### src/source/command_pkg.sv
package command_pkg;

	localparam int MAX_ARGS   = 8;
	localparam int ARGS_BITS  = 3;
	localparam int MAX_PARAMS = 8;
	localparam int CMD_BITS   = 5;
	localparam int NGPIO      = 8;
	localparam int NUNITS     = 2;

	typedef logic signed [31:0] arg_t;
	typedef logic [CMD_BITS-1:0] cmd_id_t;
	typedef logic [0:0] unit_t;
	typedef logic [NGPIO-1:0] gpio_t;
	typedef logic [7:0] rsp_len_t;

	localparam cmd_id_t CMD_GET_VERSION     = 5'd0;
	localparam cmd_id_t CMD_GET_TIME        = 5'd2;
	localparam cmd_id_t CMD_SET_DIGITAL_OUT = 5'd15;
	localparam cmd_id_t CMD_SHUTDOWN        = 5'd19;

	// First byte of a response, sent without VLQ coding.
	localparam logic [7:0] RSP_GET_VERSION = 8'd0;
	localparam logic [7:0] RSP_GET_TIME    = 8'd1;

	localparam logic [31:0] VERSION = 32'h0001_0203;

	localparam unit_t UNIT_SYSTEM = 1'b0;
	localparam unit_t UNIT_GPIO   = 1'b1;

	typedef struct packed {
		unit_t                unit;
		logic [ARGS_BITS-1:0] nargs;
		logic                 has_rsp; // Command answers with a response.
	} cmd_entry_t;

	typedef struct packed {
		cmd_id_t                   id;
		cmd_entry_t                entry;
		arg_t [MAX_ARGS-1:0]       args;
	} cmd_t;

	// Ids not listed run on the system unit with no arguments and no response.
	localparam cmd_entry_t cmd_table [2**CMD_BITS] = '{
		CMD_GET_VERSION:     '{UNIT_SYSTEM, 3'd0, 1'b1},
		CMD_GET_TIME:        '{UNIT_SYSTEM, 3'd0, 1'b1},
		CMD_SET_DIGITAL_OUT: '{UNIT_GPIO, 3'd2, 1'b0},
		CMD_SHUTDOWN:        '{UNIT_SYSTEM, 3'd0, 1'b0},
		default:             '0
	};

endpackage
### src/source/rsp_if.sv
`timescale 1ns/1ps

interface rsp_if import command_pkg::*; ();

	arg_t       rsp_param;
	logic       rsp_write;
	logic [7:0] rsp_id;
	logic       rsp_last; // Closes the response, rsp_id valid.
	logic       rsp_busy;

	modport dispatcher (
		output rsp_param, rsp_write, rsp_id, rsp_last,
		input  rsp_busy
	);

	modport encoder (
		input  rsp_param, rsp_write, rsp_id, rsp_last,
		output rsp_busy
	);

endinterface

### src/source/unit_if.sv
`timescale 1ns/1ps

interface unit_if import command_pkg::*; ();

	cmd_id_t cmd;
	logic    cmd_ready;   // Start strobe.
	arg_t    arg_data;
	logic    arg_advance; // Next argument wanted.
	logic    param_write;
	arg_t    param_data;  // Response id in the cmd_done cycle.
	logic    cmd_done;

	modport dispatcher (
		output cmd, cmd_ready, arg_data,
		input  arg_advance, param_write, param_data, cmd_done
	);

	modport unit (
		input  cmd, cmd_ready, arg_data,
		output arg_advance, param_write, param_data, cmd_done
	);

endinterface

### src/source/command_top.sv
`timescale 1ns/1ps

module command_top import command_pkg::*; (
	input  logic        clk,
	input  logic        rst_n,
	input  logic [7:0]  msg_data,
	input  logic        msg_ready,
	output logic        msg_rd_en,
	input  logic [31:0] systime,
	output logic [7:0]  send_ring_data,
	output logic        send_ring_wr_en,
	output rsp_len_t    send_fifo_data,
	output logic        send_fifo_wr_en,
	output gpio_t       gpio
);

	cmd_t cmd;
	logic cmd_valid;
	logic cmd_take;
	logic shutdown;

	unit_if units [NUNITS] ();
	rsp_if  rsp ();

	vlq_decoder i_decoder (
		.clk, .rst_n, .msg_data, .msg_ready, .msg_rd_en,
		.cmd, .cmd_valid, .cmd_take
	);

	cmd_dispatcher i_dispatcher (
		.clk, .rst_n, .cmd, .cmd_valid, .cmd_take, .units(units), .rsp(rsp)
	);

	system_unit i_system (
		.clk, .rst_n, .bus(units[UNIT_SYSTEM]), .systime, .shutdown
	);

	gpio_unit i_gpio (
		.clk, .rst_n, .bus(units[UNIT_GPIO]), .shutdown, .gpio
	);

	vlq_encoder i_encoder (
		.clk, .rst_n, .rsp(rsp),
		.send_ring_data, .send_ring_wr_en, .send_fifo_data, .send_fifo_wr_en
	);

endmodule

### src/source/vlq_encoder.sv
`timescale 1ns/1ps

module vlq_encoder import command_pkg::*; (
	input  logic       clk,
	input  logic       rst_n,
	rsp_if.encoder     rsp,
	output logic [7:0] send_ring_data,
	output logic       send_ring_wr_en,
	output rsp_len_t   send_fifo_data,
	output logic       send_fifo_wr_en
);

	typedef enum logic [1:0] {ST_IDLE, ST_ID, ST_PARAM, ST_LEN} state_t;

	state_t               state;
	arg_t                 params [MAX_PARAMS];
	logic [ARGS_BITS:0]   nparams;
	logic [ARGS_BITS-1:0] idx;
	logic [2:0]           cnt;   // Index of the next 7-bit group.
	logic [7:0]           rsp_id;
	rsp_len_t             len;
	logic [34:0]          cur;
	logic [7:0]           ring_byte;

	// Index of the top group left after dropping redundant leading groups.
	function automatic logic [2:0] last_group(arg_t p);
		logic [34:0] v;
		logic [8:0]  top;
		logic [2:0]  n;
		v = {{3{p[31]}}, p};
		n = 3'd4;
		for (int g = 4; g > 0; g--) begin
			top = v[7*g+6 -: 9];
			if (n == g && (top == 9'h1ff || top < 9'd3))
				n = 3'(g - 1);
		end
		return n;
	endfunction

	assign cur = {{3{params[idx][31]}}, params[idx]};

	always_comb begin
		if (state == ST_ID)
			ring_byte = rsp_id; // Id goes out raw.
		else
			ring_byte = {cnt != 3'd0, cur[7*cnt +: 7]};
	end

	always_ff @(posedge clk or negedge rst_n) begin
		if (!rst_n) begin
			state           <= ST_IDLE;
			nparams         <= '0;
			idx             <= '0;
			cnt             <= '0;
			len             <= '0;
			send_ring_wr_en <= 1'b0;
			send_fifo_wr_en <= 1'b0;
			rsp.rsp_busy    <= 1'b0;
		end else begin
			send_ring_wr_en <= 1'b0;
			send_fifo_wr_en <= 1'b0;
			case (state)
				ST_IDLE: begin
					if (rsp.rsp_write)
						nparams <= nparams + 1'b1;
					if (rsp.rsp_last) begin
						rsp.rsp_busy <= 1'b1;
						state        <= ST_ID;
					end
				end
				ST_ID: begin
					send_ring_wr_en <= 1'b1;
					len             <= rsp_len_t'(1);
					idx             <= '0;
					cnt             <= last_group(params[0]);
					state           <= (nparams == '0) ? ST_LEN : ST_PARAM;
				end
				ST_PARAM: begin
					send_ring_wr_en <= 1'b1;
					len             <= len + 1'b1;
					if (cnt != 3'd0) begin
						cnt <= cnt - 1'b1;
					end else if (idx + 1'b1 != nparams) begin
						idx <= idx + 1'b1;
						cnt <= last_group(params[idx + 1'b1]);
					end else begin
						state <= ST_LEN;
					end
				end
				default: begin
					send_fifo_wr_en <= 1'b1; // Length follows the last ring byte.
					rsp.rsp_busy    <= 1'b0;
					nparams         <= '0;
					state           <= ST_IDLE;
				end
			endcase
		end
	end

	always_ff @(posedge clk) begin
		if (rsp.rsp_write)
			params[nparams[ARGS_BITS-1:0]] <= rsp.rsp_param;
		if (rsp.rsp_last)
			rsp_id <= rsp.rsp_id;
		send_ring_data <= ring_byte;
		send_fifo_data <= len;
	end

	a_param_count: assert property (@(posedge clk) disable iff (!rst_n)
		rsp.rsp_write |-> nparams < MAX_PARAMS);

endmodule

### src/source/gpio_unit.sv
`timescale 1ns/1ps

module gpio_unit import command_pkg::*; (
	input  logic  clk,
	input  logic  rst_n,
	unit_if.unit  bus,
	input  logic  shutdown,
	output gpio_t gpio
);

	logic get_value; // Value argument is on arg_data.
	arg_t pin;

	assign bus.arg_advance = bus.cmd_ready && bus.cmd == CMD_SET_DIGITAL_OUT;
	assign bus.param_write = 1'b0;
	assign bus.param_data  = '0;

	always_ff @(posedge clk or negedge rst_n) begin
		if (!rst_n) begin
			gpio         <= '0;
			get_value    <= 1'b0;
			bus.cmd_done <= 1'b0;
		end else begin
			bus.cmd_done <= get_value || (bus.cmd_ready && !bus.arg_advance);
			get_value    <= bus.arg_advance;
			// Negative pins compare as large and are dropped.
			if (get_value && !shutdown && $unsigned(pin) < NGPIO)
				gpio[pin[$clog2(NGPIO)-1:0]] <= bus.arg_data != 0;
			if (shutdown)
				gpio <= '0;
		end
	end

	always_ff @(posedge clk) begin
		if (bus.cmd_ready)
			pin <= bus.arg_data;
	end

endmodule

### src/source/system_unit.sv
`timescale 1ns/1ps

module system_unit import command_pkg::*; (
	input  logic        clk,
	input  logic        rst_n,
	unit_if.unit        bus,
	input  logic [31:0] systime,
	output logic        shutdown
);

	logic finish; // Parameter sent, response id follows.

	assign bus.arg_advance = 1'b0;

	always_ff @(posedge clk or negedge rst_n) begin
		if (!rst_n) begin
			bus.param_write <= 1'b0;
			bus.cmd_done    <= 1'b0;
			finish          <= 1'b0;
			shutdown        <= 1'b0;
		end else begin
			bus.param_write <= 1'b0;
			bus.cmd_done    <= finish;
			finish          <= 1'b0;
			if (bus.cmd_ready) begin
				case (bus.cmd)
					CMD_GET_VERSION, CMD_GET_TIME: begin
						bus.param_write <= 1'b1;
						finish          <= 1'b1;
					end
					CMD_SHUTDOWN: begin
						shutdown     <= 1'b1; // Sticky until reset.
						bus.cmd_done <= 1'b1;
					end
					default: bus.cmd_done <= 1'b1;
				endcase
			end
		end
	end

	always_ff @(posedge clk) begin
		if (bus.cmd_ready)
			bus.param_data <= (bus.cmd == CMD_GET_TIME) ? systime : VERSION;
		else if (finish)
			bus.param_data <= {24'd0, (bus.cmd == CMD_GET_TIME) ? RSP_GET_TIME : RSP_GET_VERSION};
	end

endmodule

### src/source/cmd_dispatcher.sv
`timescale 1ns/1ps

module cmd_dispatcher import command_pkg::*; (
	input  logic       clk,
	input  logic       rst_n,
	input  cmd_t       cmd,
	input  logic       cmd_valid,
	output logic       cmd_take,
	unit_if.dispatcher units [NUNITS],
	rsp_if.dispatcher  rsp
);

	cmd_t                 cur; // Command in execution.
	logic                 busy;
	logic [NUNITS-1:0]    cmd_ready;
	logic [ARGS_BITS-1:0] arg_ptr;
	arg_t                 arg_data;
	logic [NUNITS-1:0]    arg_advance;
	logic [NUNITS-1:0]    param_write;
	logic [NUNITS-1:0]    cmd_done;
	arg_t                 param_data [NUNITS];
	unit_t                sel;

	assign sel = cur.entry.unit;

	for (genvar u = 0; u < NUNITS; u++) begin : g_unit
		assign units[u].cmd       = cur.id;
		assign units[u].cmd_ready = cmd_ready[u];
		assign units[u].arg_data  = arg_data;
		assign arg_advance[u]     = units[u].arg_advance;
		assign param_write[u]     = units[u].param_write;
		assign param_data[u]      = units[u].param_data;
		assign cmd_done[u]        = units[u].cmd_done;
	end

	// A command with a response waits for the encoder to drain.
	assign cmd_take = cmd_valid && !busy && !(cmd.entry.has_rsp && rsp.rsp_busy);

	assign rsp.rsp_param = param_data[sel];
	assign rsp.rsp_write = busy && cur.entry.has_rsp && param_write[sel];
	assign rsp.rsp_last  = busy && cur.entry.has_rsp && cmd_done[sel];
	assign rsp.rsp_id    = param_data[sel][7:0];

	always_ff @(posedge clk or negedge rst_n) begin
		if (!rst_n) begin
			busy      <= 1'b0;
			cmd_ready <= '0;
			arg_ptr   <= '0;
		end else begin
			cmd_ready <= '0;
			if (cmd_take) begin
				busy                       <= 1'b1;
				cmd_ready[cmd.entry.unit]  <= 1'b1;
				arg_ptr                    <= ARGS_BITS'(1); // Argument 0 goes out with the start.
			end else if (busy) begin
				if (arg_advance[sel])
					arg_ptr <= arg_ptr + 1'b1;
				if (cmd_done[sel])
					busy <= 1'b0;
			end
		end
	end

	always_ff @(posedge clk) begin
		if (cmd_take) begin
			cur      <= cmd;
			arg_data <= cmd.args[0];
		end else if (busy && arg_advance[sel]) begin
			arg_data <= cur.args[arg_ptr];
		end
	end

	// A unit is started once and must finish before the next start.
	a_one_start: assert property (@(posedge clk) disable iff (!rst_n)
		(|cmd_ready) |=> !(|cmd_ready) until cmd_done[sel]);

endmodule

### src/source/vlq_decoder.sv
`timescale 1ns/1ps

module vlq_decoder import command_pkg::*; (
	input  logic       clk,
	input  logic       rst_n,
	input  logic [7:0] msg_data,
	input  logic       msg_ready,
	output logic       msg_rd_en,
	output cmd_t       cmd,
	output logic       cmd_valid,
	input  logic       cmd_take
);

	typedef enum logic [1:0] {ST_ID, ST_ARG_START, ST_ARG_CONT} state_t;

	state_t               state;
	logic [ARGS_BITS-1:0] arg_idx;
	logic                 rd;
	logic                 last_arg;
	cmd_entry_t           entry;
	arg_t                 arg_next;

	// Hold off while a finished command waits for the dispatcher.
	assign rd       = msg_ready && !msg_rd_en && !cmd_valid;
	assign entry    = cmd_table[msg_data[CMD_BITS-1:0]];
	assign last_arg = arg_idx == cmd.entry.nargs - 1'b1;

	always_comb begin
		if (state == ST_ARG_CONT)
			arg_next = {cmd.args[arg_idx][24:0], msg_data[6:0]};
		else
			arg_next = {{25{msg_data[6] & msg_data[5]}}, msg_data[6:0]}; // Negative start.
	end

	always_ff @(posedge clk or negedge rst_n) begin
		if (!rst_n) begin
			state     <= ST_ID;
			arg_idx   <= '0;
			msg_rd_en <= 1'b0;
			cmd_valid <= 1'b0;
		end else begin
			msg_rd_en <= rd;
			if (cmd_take)
				cmd_valid <= 1'b0;
			if (rd) begin
				if (state == ST_ID) begin
					arg_idx <= '0;
					if (entry.nargs == '0)
						cmd_valid <= 1'b1;
					else
						state <= ST_ARG_START;
				end else if (msg_data[7]) begin
					state <= ST_ARG_CONT; // More groups follow.
				end else if (last_arg) begin
					state     <= ST_ID;
					cmd_valid <= 1'b1;
				end else begin
					state   <= ST_ARG_START;
					arg_idx <= arg_idx + 1'b1;
				end
			end
		end
	end

	always_ff @(posedge clk) begin
		if (rd && state == ST_ID) begin
			cmd.id    <= msg_data[CMD_BITS-1:0];
			cmd.entry <= entry;
		end else if (rd) begin
			cmd.args[arg_idx] <= arg_next;
		end
	end

	a_single_read: assert property (@(posedge clk) disable iff (!rst_n)
		msg_rd_en |=> !msg_rd_en);

endmodule

### config.mk
export PLATFORM = sky130hd
export DESIGN_NAME = command_top
export DESIGN_NICKNAME = d
export VERILOG_FILES = /design/src/source/command_pkg.sv /design/src/source/rsp_if.sv /design/src/source/unit_if.sv /design/src/source/command_top.sv /design/src/source/vlq_encoder.sv /design/src/source/gpio_unit.sv /design/src/source/system_unit.sv /design/src/source/cmd_dispatcher.sv /design/src/source/vlq_decoder.sv
export SDC_FILE = /design/constraint.sdc
export NUM_CORES = 1
export LEC_CHECK = 0
export BUFFER_PORTS_ARGS = -buffer_cell sky130_fd_sc_hd__buf_2
export CORE_ASPECT_RATIO = 1.2
export CORE_MARGIN = 10
export CORE_UTILIZATION = 35
export DETAILED_ROUTE_END_ITERATION = 8
export GPL_TIMING_DRIVEN = 0
export HOLD_SLACK_MARGIN = 0.03
export PLACE_DENSITY = 0.54
export SLEW_MARGIN = 0
export SYNTH_ARGS = -nofsm -noshare
export SYNTH_HDL_FRONTEND = slang
export SYNTH_HIERARCHICAL = 1
export SYNTH_SLANG_ARGS = --single-unit
### constraint.sdc
create_clock -name clk -period 5 [get_ports clk]
set_clock_uncertainty 0.1 [all_clocks]
set_input_delay 1 -clock clk [delete_from_list [all_inputs] [get_ports clk]]
set_output_delay 1 -clock clk [all_outputs]
set_load 0.05 [all_outputs]
# --- Word level (Yosys, flattened, before mapping) ---
# Memories as Yosys holds them, arrays and structs flattened.
# Index checks and enable logic that the tools add are counted.
op_classes:
  n_addsub: 8
  mul: 1
  n_lt_le_gt_ge: 19
  n_eq_ne: 31
  n_shift: 1
  mux: 97
  bitwise_logic: 5
  n_reduce_logical: 64
op_table:
  columns: ["cell", "count"]
  rows:
  - ["2-to-1 mux 32 bit", 11]
  - ["bitwise mux 256 bit", 1]
  - ["binary-select mux 32 bit (select 3 bit)", 2]
  - ["demux 32 bit (select 3 bit)", 1]
  - ["2-to-1 mux 3 bit", 30]
  - ["== test 9 bit, second input constant", 8]
  - ["less-than comparator 9 x 2 -> 1 bit, second input constant", 8]
  - ["indexed part select 35 x 7 -> 7 bit", 1]
  - ["less-than comparator 32 x 4 -> 1 bit, second input constant", 1]
  - ["nonzero test 32 bit", 1]
  - ["2-to-1 mux 1 bit", 29]
  - ["2-to-1 mux 25 bit", 1]
  - ["2-to-1 mux 8 bit", 3]
  - ["logical AND 1 bit", 23]
  - ["case mux 8 bit (2 select lines)", 1]
  - ["2-to-1 mux 2 bit", 7]
  - ["AND reduction 2 bit", 7]
  - ["== test 3 x 2 -> 1 bit, second input constant", 4]
  - ["inequality test 2 bit, second input constant", 6]
  - ["case mux 3 bit (2 select lines)", 2]
  - ["nonzero test 2 bit", 6]
  - ["2-to-1 mux 5 bit", 2]
  - ["adder 3 x 1 -> 3 bit, second input constant", 3]
  - ["logical OR 1 bit", 9]
  - ["other kinds (42)", 59]
totals:
  regBits: 698
  ram_bits: 256
  rom_bits: 160
  output_inout_bits: 27
  elab_cells: 278
  memories: 2
mem_list:
  columns: ["memory", "words", "width", "read_ports", "rd_clocked_by_memory_dff", "wr", "line_no", "rtl"]
  rows:
  - ["i_encoder.params", 8, 32, 3, 0, 1, "vlq_encoder.sv:16", "arg_t params [MAX_PARAMS];"]
  - ["(no name shown)", 32, 5, 1, 0, 0, "vlq_decoder.sv:25", "assign entry = cmd_table[msg_data[CMD_BITS-1:0]];"]

# --- Longest topological paths before layout ---
# Gate-level depths: netlist of the first run.
# An unclocked memory read counts as a cell.
logic_depth:
  word_depth: 26
  depth_mapped: 13
  ltp_nobuf: 9

# --- By module ---
# The synthesis of the first run kept the hierarchy.
by_module_without_submodules:
  columns: ["module", "n_inst", "cells_each", "area_per_inst_um2"]
  rows:
  - ["vlq_encoder", 1, 979, 14092.3]
  - ["cmd_dispatcher", 1, 716, 12539.5]
  - ["vlq_decoder", 1, 530, 10137.2]
  - ["gpio_unit", 1, 119, 1800.5]
  - ["system_unit", 1, 83, 1386.3]

# --- Worst setup path before layout of the first run ---
# OpenSTA, ideal clock, no wires.
synth_timing:
  kind: "in2reg"
  from: "in msg_ready"
  to: "reg i_decoder/cmd[128] (netlist name)"
  setup_time_ps: 461
  t_arrival_ps: 4008
  t_required_ps: 4439
  path_slack_ps: 431
  path_stages: 5
  n_path_buf: 1
  cell_sequence: "or3b_1 clkbuf_1 inv_1 nand2_1 nor3_1"
synth_via:
  elab_chain_cells: 5
synth_rtl:
  columns: ["item", "line_no", "rtl"]
  rows:
  - ["start: declaration", "command_top.sv:7", "input logic msg_ready,"]
  - ["logical AND 1 bit (*) (2 in series)", "vlq_decoder.sv:24", "assign rd = msg_ready && !msg_rd_en && !cmd_valid;"]
  - ["net i_decoder.rd", "vlq_decoder.sv:18", "logic rd;"]
  - ["logical AND 1 bit", "vlq_decoder.sv:66", "if (rd && state == ST_ID) begin"]
  - ["NOT 1 bit (no source line)", null, null]
  - ["AND reduction 2 bit (no source line) (*)", null, null]
# The timed path passes the listed nets; every way through them passes the cells marked *.
# A chain may end at the register's enable or synchronous reset.

# --- Worst setup path in the final report of the first run ---
layout_timing:
  from: "reg i_encoder.idx[0]"
  to: "reg i_encoder.cnt[1]"
layout_via:
  elab_chain_cells: 26
layout_rtl:
  columns: ["item", "line_no", "rtl"]
  rows:
  - ["start: declaration", "vlq_encoder.sv:18", "logic [ARGS_BITS-1:0] idx;"]
  - ["start signal: assignment", "vlq_encoder.sv:84", "idx <= idx + 1'b1;"]
  - ["adder 3 x 1 -> 3 bit", "vlq_encoder.sv:85", "cnt <= last_group(params[idx + 1'b1]);"]
  - ["memory read (8 x 32 bit)", null, null]
  - ["less-than comparator 9 x 2 -> 1 bit or == test 9 bit (tied branches)", "vlq_encoder.sv:34", "if (n == g && (top == 9'h1ff || top < 9'd3))"]
  - ["logical OR 1 bit", "vlq_encoder.sv:34", null]
  - ["2-to-1 mux 3 bit", "vlq_encoder.sv:34", null]
  - ["2-to-1 mux 3 bit", "vlq_encoder.sv:83", "end else if (idx + 1'b1 != nparams) begin"]
  - ["2-to-1 mux 3 bit", "vlq_encoder.sv:81", "if (cnt != 3'd0) begin"]
  - ["2-to-1 mux 3 bit", "vlq_encoder.sv:62", "case (state)"]
  - ["[10 not listed]", null, null]
  - ["2-to-1 mux 3 bit", "vlq_encoder.sv:81", null]
  - ["2-to-1 mux 3 bit", "vlq_encoder.sv:62", null]
  - ["== test 3 x 1 -> 1 bit", "vlq_encoder.sv:34", null]
  - ["logical AND 1 bit", "vlq_encoder.sv:34", null]
  - ["2-to-1 mux 3 bit", "vlq_encoder.sv:34", null]
  - ["2-to-1 mux 3 bit", "vlq_encoder.sv:83", null]
  - ["2-to-1 mux 3 bit", "vlq_encoder.sv:81", null]
  - ["case mux 3 bit (2 select lines)", "vlq_encoder.sv:62", null]
  - ["end signal: assignment", "vlq_encoder.sv:75", "cnt <= last_group(params[0]);"]
  - ["end signal: assignment", "vlq_encoder.sv:82", "cnt <= cnt - 1'b1;"]
  - ["end signal: assignment", "vlq_encoder.sv:85", null]
  - ["end: declaration", "vlq_encoder.sv:19", "logic [2:0] cnt;"]
# Several ways; a longest one is shown, not always the timed one. The select of a mux whose other input is x is not followed.

==> results of run 1 <==
## critical path, stage by stage (launching register included)
cell and delay (ps):
dfrtp_1 390, ha_1 410, buf_2 330, buf_2 340, inv_2 160, nor2_1 710
nand3_1 120, and4_1 260, or3_1 380, mux2i_1 420, a21o_1 190, o211ai_1 90
## per-stage QoR
step	area [µm²]	setup TNS [ps]	worst slack, ps	hold slack [ps]	instances
floorplan	40100	0	431	265	2456
global placement	42300	-1102700	-3510	277	4032
detailed placement	43000	0	1010	285	4075
CTS	46300	0	996	286	4260
global route	46300	0	973	300	4260
finish	46300	0	974	256	4263
## layout by cell type, fill, tap and decap left out, types with 26 or more instances in the layout
cell and count:
buf_6 41, mux2_2 70, mux2i_1 234, mux4_2 71, nor2_1 44, o21ai_0 47, dfrtp_1 49, conb_1 34
a22oi_1 69, buf_4 111, clkbuf_1 71, and4_1 33, nand3_1 65, nand2_1 125, a31o_1 32, nor3b_1 26
clkbuf_16 102, edfxtp_1 886, a21oi_1 29, o221ai_1 29, buf_2 117
## report_power, final
group	switching (mW)	internal (mW)	total (mW)
Combinational	4.75	2.47	7.22
Clock	3.16	4.16	7.32
Sequential	0.396	10.1	10.5
## layout make-up
| type | count | area share (%) |
|---|---|---|
| Clock buffer | 136 | 5.96 |
| Clock inverter | 49 | 1.11 |
| Antenna cell | 3 | 0.0162 |
| Timing Repair Buffer | 112 | 2.07 |
| Multi-Input combinational cell | 1255 | 22.6 |
| Inverter | 22 | 0.195 |
| Tap cell | 1507 | 4.07 |
| Sequential cell | 951 | 60.8 |
| Buffer | 228 | 3.21 |
## flip-flops by register name, indices dropped and copies added, names as in the netlist, 2 cells and up
signal / flops
i_encoder/params: 256
i_dispatcher/units.arg_data: 32
i_gpio/gpio: 8
i_encoder/cnt: 3
i_decoder/arg_idx: 3
i_encoder/rsp_id: 8
i_decoder/cmd: 263
i_encoder/len: 8
i_dispatcher/cur: 257
i_dispatcher/cmd_ready: 2
i_dispatcher/arg_ptr: 3
i_encoder/nparams: 4
i_encoder/idx: 3
i_encoder/send_fifo_data: 8
i_encoder/state: 2
i_encoder/send_ring_data: 8
i_decoder/state: 2
i_system/bus.param_data: 32
i_dispatcher/units.cmd: 5
i_gpio/pin: 32
## worst paths after layout
path                               startpoint                   endpoint  slack [ps]
max reg2reg                  i_encoder/idx[0]           i_encoder/cnt[1]         970
min reg2reg                i_decoder/cmd[232]      i_dispatcher/cur[232]         290
min in group clk           i_decoder/cmd[232]      i_dispatcher/cur[232]         290
max in group asynchronous               rst_n  i_dispatcher/cmd_ready[1]        3960
min                                     rst_n        i_decoder/msg_rd_en         260
max                          i_encoder/idx[0]           i_encoder/cnt[1]         970
## metal layers
metal / vias up / track usage, % / part of all wire (%)
met5: - / 0 / 0
met4: 0 / 8.04 / 4.3
met3: 259 / 3.15 / 7.0
met2: 1030 / 32.0 / 52
met1: 12000 / 20.7 / 37
li1: 10100 / - / -
==> run metrics, run 1 <==
via count 23,400; drt drc 0; io pins 70; Synth-to-Final Area Change 15.9%; Reg2Reg Depth 11; min Tclk post-route 4030 ps; setup violators final 0; Tightest Hold Check Type in -> async; # hold bufs at CTS 0; H-tree depth 3; Post-DRT Antenna Nets 0; GRT Total Usage 17.9%; DR vias/cell 5.48; vias in the first global route 24,000; synth warn 6; Die Span Y just under 400 µm; Crit. End Element flip-flop; clk sinks between 900 and 1,000; filler instances 10,300; total CTS buffers 99; power per cell area 541 mW/mm²; first-pass GRT wire length 167 mm; Nets 2,724; CTS tree built; RSZ-0062 raised after global routing false; initial antenna violation count 6; crit path kind reg -> reg; Die W around 330 µm; IO buf count 69; syn_area_per_cell ~16 µm²; CTS resizes 0; Detailed Route Iter0 Violations 2,619; final period utilization 80.5%; clock root cell clkbuf_16; Longest Clk Path Bufs 3; fraction of layout cells with a size suffix above 1 22.9%; synthesized cell area 0.0399 mm²; multi-input logic area about 0.010 mm²; f_max 248 MHz; leakage power about 16 nW; FF+latch area 0.0282 mm²; Peak supply drop 332 µV; CP max FO 10; Reg clk slew, reported paths 60 ps; Slew Limit Fails 0; Core Footprint 0.113 mm²; final hold vios 0; Final Util 40.9%; total global routing overflow 0; postcts setup bufs 0; largest net degree at the start of global routing between 100 and 150; worst slew pin tran 1290 ps; Starting Density around a third; drt total wl between 100 and 150 mm; Syn Inst Count roughly 2,400; Rows 135; post-DP HPWL between 80 and 90 mm; WP data required 5490 ps; Die Area 0.128 mm²; Worst EP arrival 4520 ps; total iterations of the first detailed-routing run 8; Slew headroom 13.9%; GPL Wtd Cong 0.883; outcome complete, no violations; Avg WL per Cell 27.5 µm; Worst-Skew Late Latency 730 ps; total power 25.1 mW; CP startpoint kind flip-flop; max-cap violation count 0
(Power assumes the default switching activity.)
==> run 2: changes to the inputs <==
==> constraint.sdc (replaced) <==
create_clock -name clk -period 4.2 [get_ports clk]
set_clock_uncertainty 0.1 [all_clocks]
set_input_delay 0.84 -clock clk [delete_from_list [all_inputs] [get_ports clk]]
set_output_delay 0.84 -clock clk [all_outputs]
set_load 0.05 [all_outputs]
==> run metrics, run 2 (synthesis gave the netlist of run 1 again) <==
postcts setup bufs 0 (unchanged); GRT Total Usage 17.9% (about the same); Detailed Route Iter0 Violations 2,334 (-11%); placed instance count 4,072 (-0.074%); total global routing overflow 0 (unchanged); Die W 328 µm (unchanged); worst slew pin tran 1300 ps (+4.81 ps); Final Worst Setup Slack 248 ps (-727 ps); crit path kind reg -> reg; final hold vios 0 (unchanged); sequential share of power 42.0% (about the same); CP max FO 10 (unchanged); leakage power 15.9 nW (-0.26%); Setup WS pre-CTS 228 ps (-778 ps); CP startpoint kind flip-flop; final period utilization 94.1% (+14 points); # hold bufs at CTS 0 (unchanged); drt total wl 116 mm (-1.2%); via count 23,100 (-1.2%); Worst-Skew Late Latency 750 ps (+20 ps); Core Footprint 0.113 mm² (unchanged); vias in the first global route 24,100 (+0.63%); min Tclk post-route 3950 ps (-73.5 ps); final non-filler cell total 4,256 (-0.16%); Die Area 0.128 mm² (unchanged); Nets 2,721 (-0.11%); Rows 135 (unchanged); total CTS buffers 98 (-1.0%); Die Span Y 390 µm (unchanged); Longest Clk Path Bufs 3 (unchanged); power per cell area 644 mW/mm² (+19%); first-pass GRT wire length 167 mm (about the same); clock root cell clkbuf_16; H-tree depth 3 (unchanged); Starting Density 35.3% (unchanged); Sw Ratio 33.1% (-0.088 points); GPL Wtd Cong 0.879 (-0.43%); combinational group share of total power 28.7% (about the same); leading cell type in the layout, fill and taps excluded edfxtp_1; max reg flops 263 (unchanged); clk sinks 951 (unchanged); Peak supply drop 396 µV (+20%); total power 29.8 mW (+19%); Tightest Hold Check Type in -> async; drt drc 0 (unchanged); Post-DRT Antenna Nets 0 (unchanged); Setup TNS Final 0 ps (unchanged); NetSw 9.85 mW (+19%); DR vias/cell 5.43 (-1.0%); RSZ-0062 raised after global routing false; Worst EP arrival 4370 ps (-150 ps); most frequent cells in the layout 886 x edfxtp_1, 234 x mux2i_1, 125 x nand2_1; Avg WL per Cell 27.3 µm (-1.0%); Internal 19.9 mW (+19%); initial antenna violation count 4 (-2); Slew headroom 12.6% (-1.2 points); Synth-to-Final Area Change 15.9% (about the same); Largest Register i_decoder/cmd; total iterations of the first detailed-routing run 6 (-2); largest net degree at the start of global routing 161 (+41%); setup violators final 0 (unchanged); Slew Limit Fails 0 (unchanged); WP data required 4610 ps (-880 ps); Reg clk slew, reported paths 60 ps (about the same); outcome complete, no violations; post-DP HPWL 79.9 mm (-0.74%); CTS tree built; max-cap violation count 0 (unchanged); CTS resizes 0 (unchanged); clock network fraction of total power 29.2% (about the same); f_max 253 MHz (+1.9%); Crit. End Element flip-flop; IO buf count 69 (unchanged); fraction of layout cells with a size suffix above 1 22.6% (-0.24 points); io pins 70 (unchanged)
==> run 2: cell types whose count changed in the layout (fill, tap and decap cells not counted), sizes merged <==
| cell | previous run | this run |
|---|---|---|
| clkbuf | 181 | 168 |
| bufinv | 5 | 10 |
| buf | 295 | 292 |
| clkinv | 42 | 45 |
| clkinvlp | 2 | 4 |
| diode | 3 | 2 |
==> run 2: final timing paths <==
check                                   startpoint  slack [ps]  depth (start not counted)                           to
worst max register to register    i_encoder/idx[0]         250                         12  i_encoder/send_ring_data[0]
worst min register to register  i_decoder/cmd[200]         260                          0        i_dispatcher/cur[200]
worst max-delay path              i_encoder/idx[0]         250                         12  i_encoder/send_ring_data[0]
min in group clk                i_decoder/cmd[200]         260                          0        i_dispatcher/cur[200]
max in group asynchronous                    rst_n        3330                          1    i_dispatcher/cmd_ready[0]
worst min-delay path                         rst_n          60                          1         i_decoder/arg_idx[0]
==> run 2: layout make-up <==
cell class	count	area, µm²
Clock buffer	122	2550
Sequential cell	951	28200
Clock inverter	59	676
Tap cell	1507	1890
Multi-Input combinational cell	1255	10500
Antenna cell	2	5.00
Timing Repair Buffer	110	968
Fill cell	10300	66900
Inverter	22	95.1
Buffer	228	1480
==> run 2: power by group through the flow <==
| stage | Combinational, mW | Sequential [mW] | Clock, mW |
|---|---|---|---|
| finish | 8.55 | 12.5 | 8.71 |
| global route | 9.02 | 12.6 | 9.31 |
| CTS | 8.52 | 12.5 | 8.90 |
| detailed placement | 8.48 | 12.7 | 0 |
| global placement | 8.30 | 12.8 | 0 |
| floorplan | 5.20 | 12.8 | 0 |
==> run 2: layer usage <==
metal,vias to the layer above,wire length (µm),global-route usage [%]
met2,954,60500,32.4
met5,-,13,0
met4,2,5450,8.65
li1,10100,-,-
met3,263,7880,3.11
met1,11800,42200,20.1
==> run 2: through the flow <==
| stage | hold slack (ps) | instance area, µm² | utilization, % |
|---|---|---|---|
| 2_1_floorplan | 265 | 40100 | - |
| 3_3_place_gp | 278 | 42300 | 37.4 |
| 3_5_place_dp | 291 | 43000 | 38.0 |
| 4_1_cts | 242 | 46300 | 40.9 |
| 5_1_grt | 89.4 | 46300 | 40.9 |
| 6_report | 60.6 | 46300 | 40.9 |
==> run 2: worst max-delay path, stage by stage (launching register included) <==
cell     delay (ps)
dfrtp_1         350
buf_2           220
buf_6           200
buf_6           200
buf_4           240
buf_2           410
buf_4           330
mux4_2          230
o22ai_1          70
a21oi_1         420
a21oi_1         140
o32a_1          230
o21ai_0         540
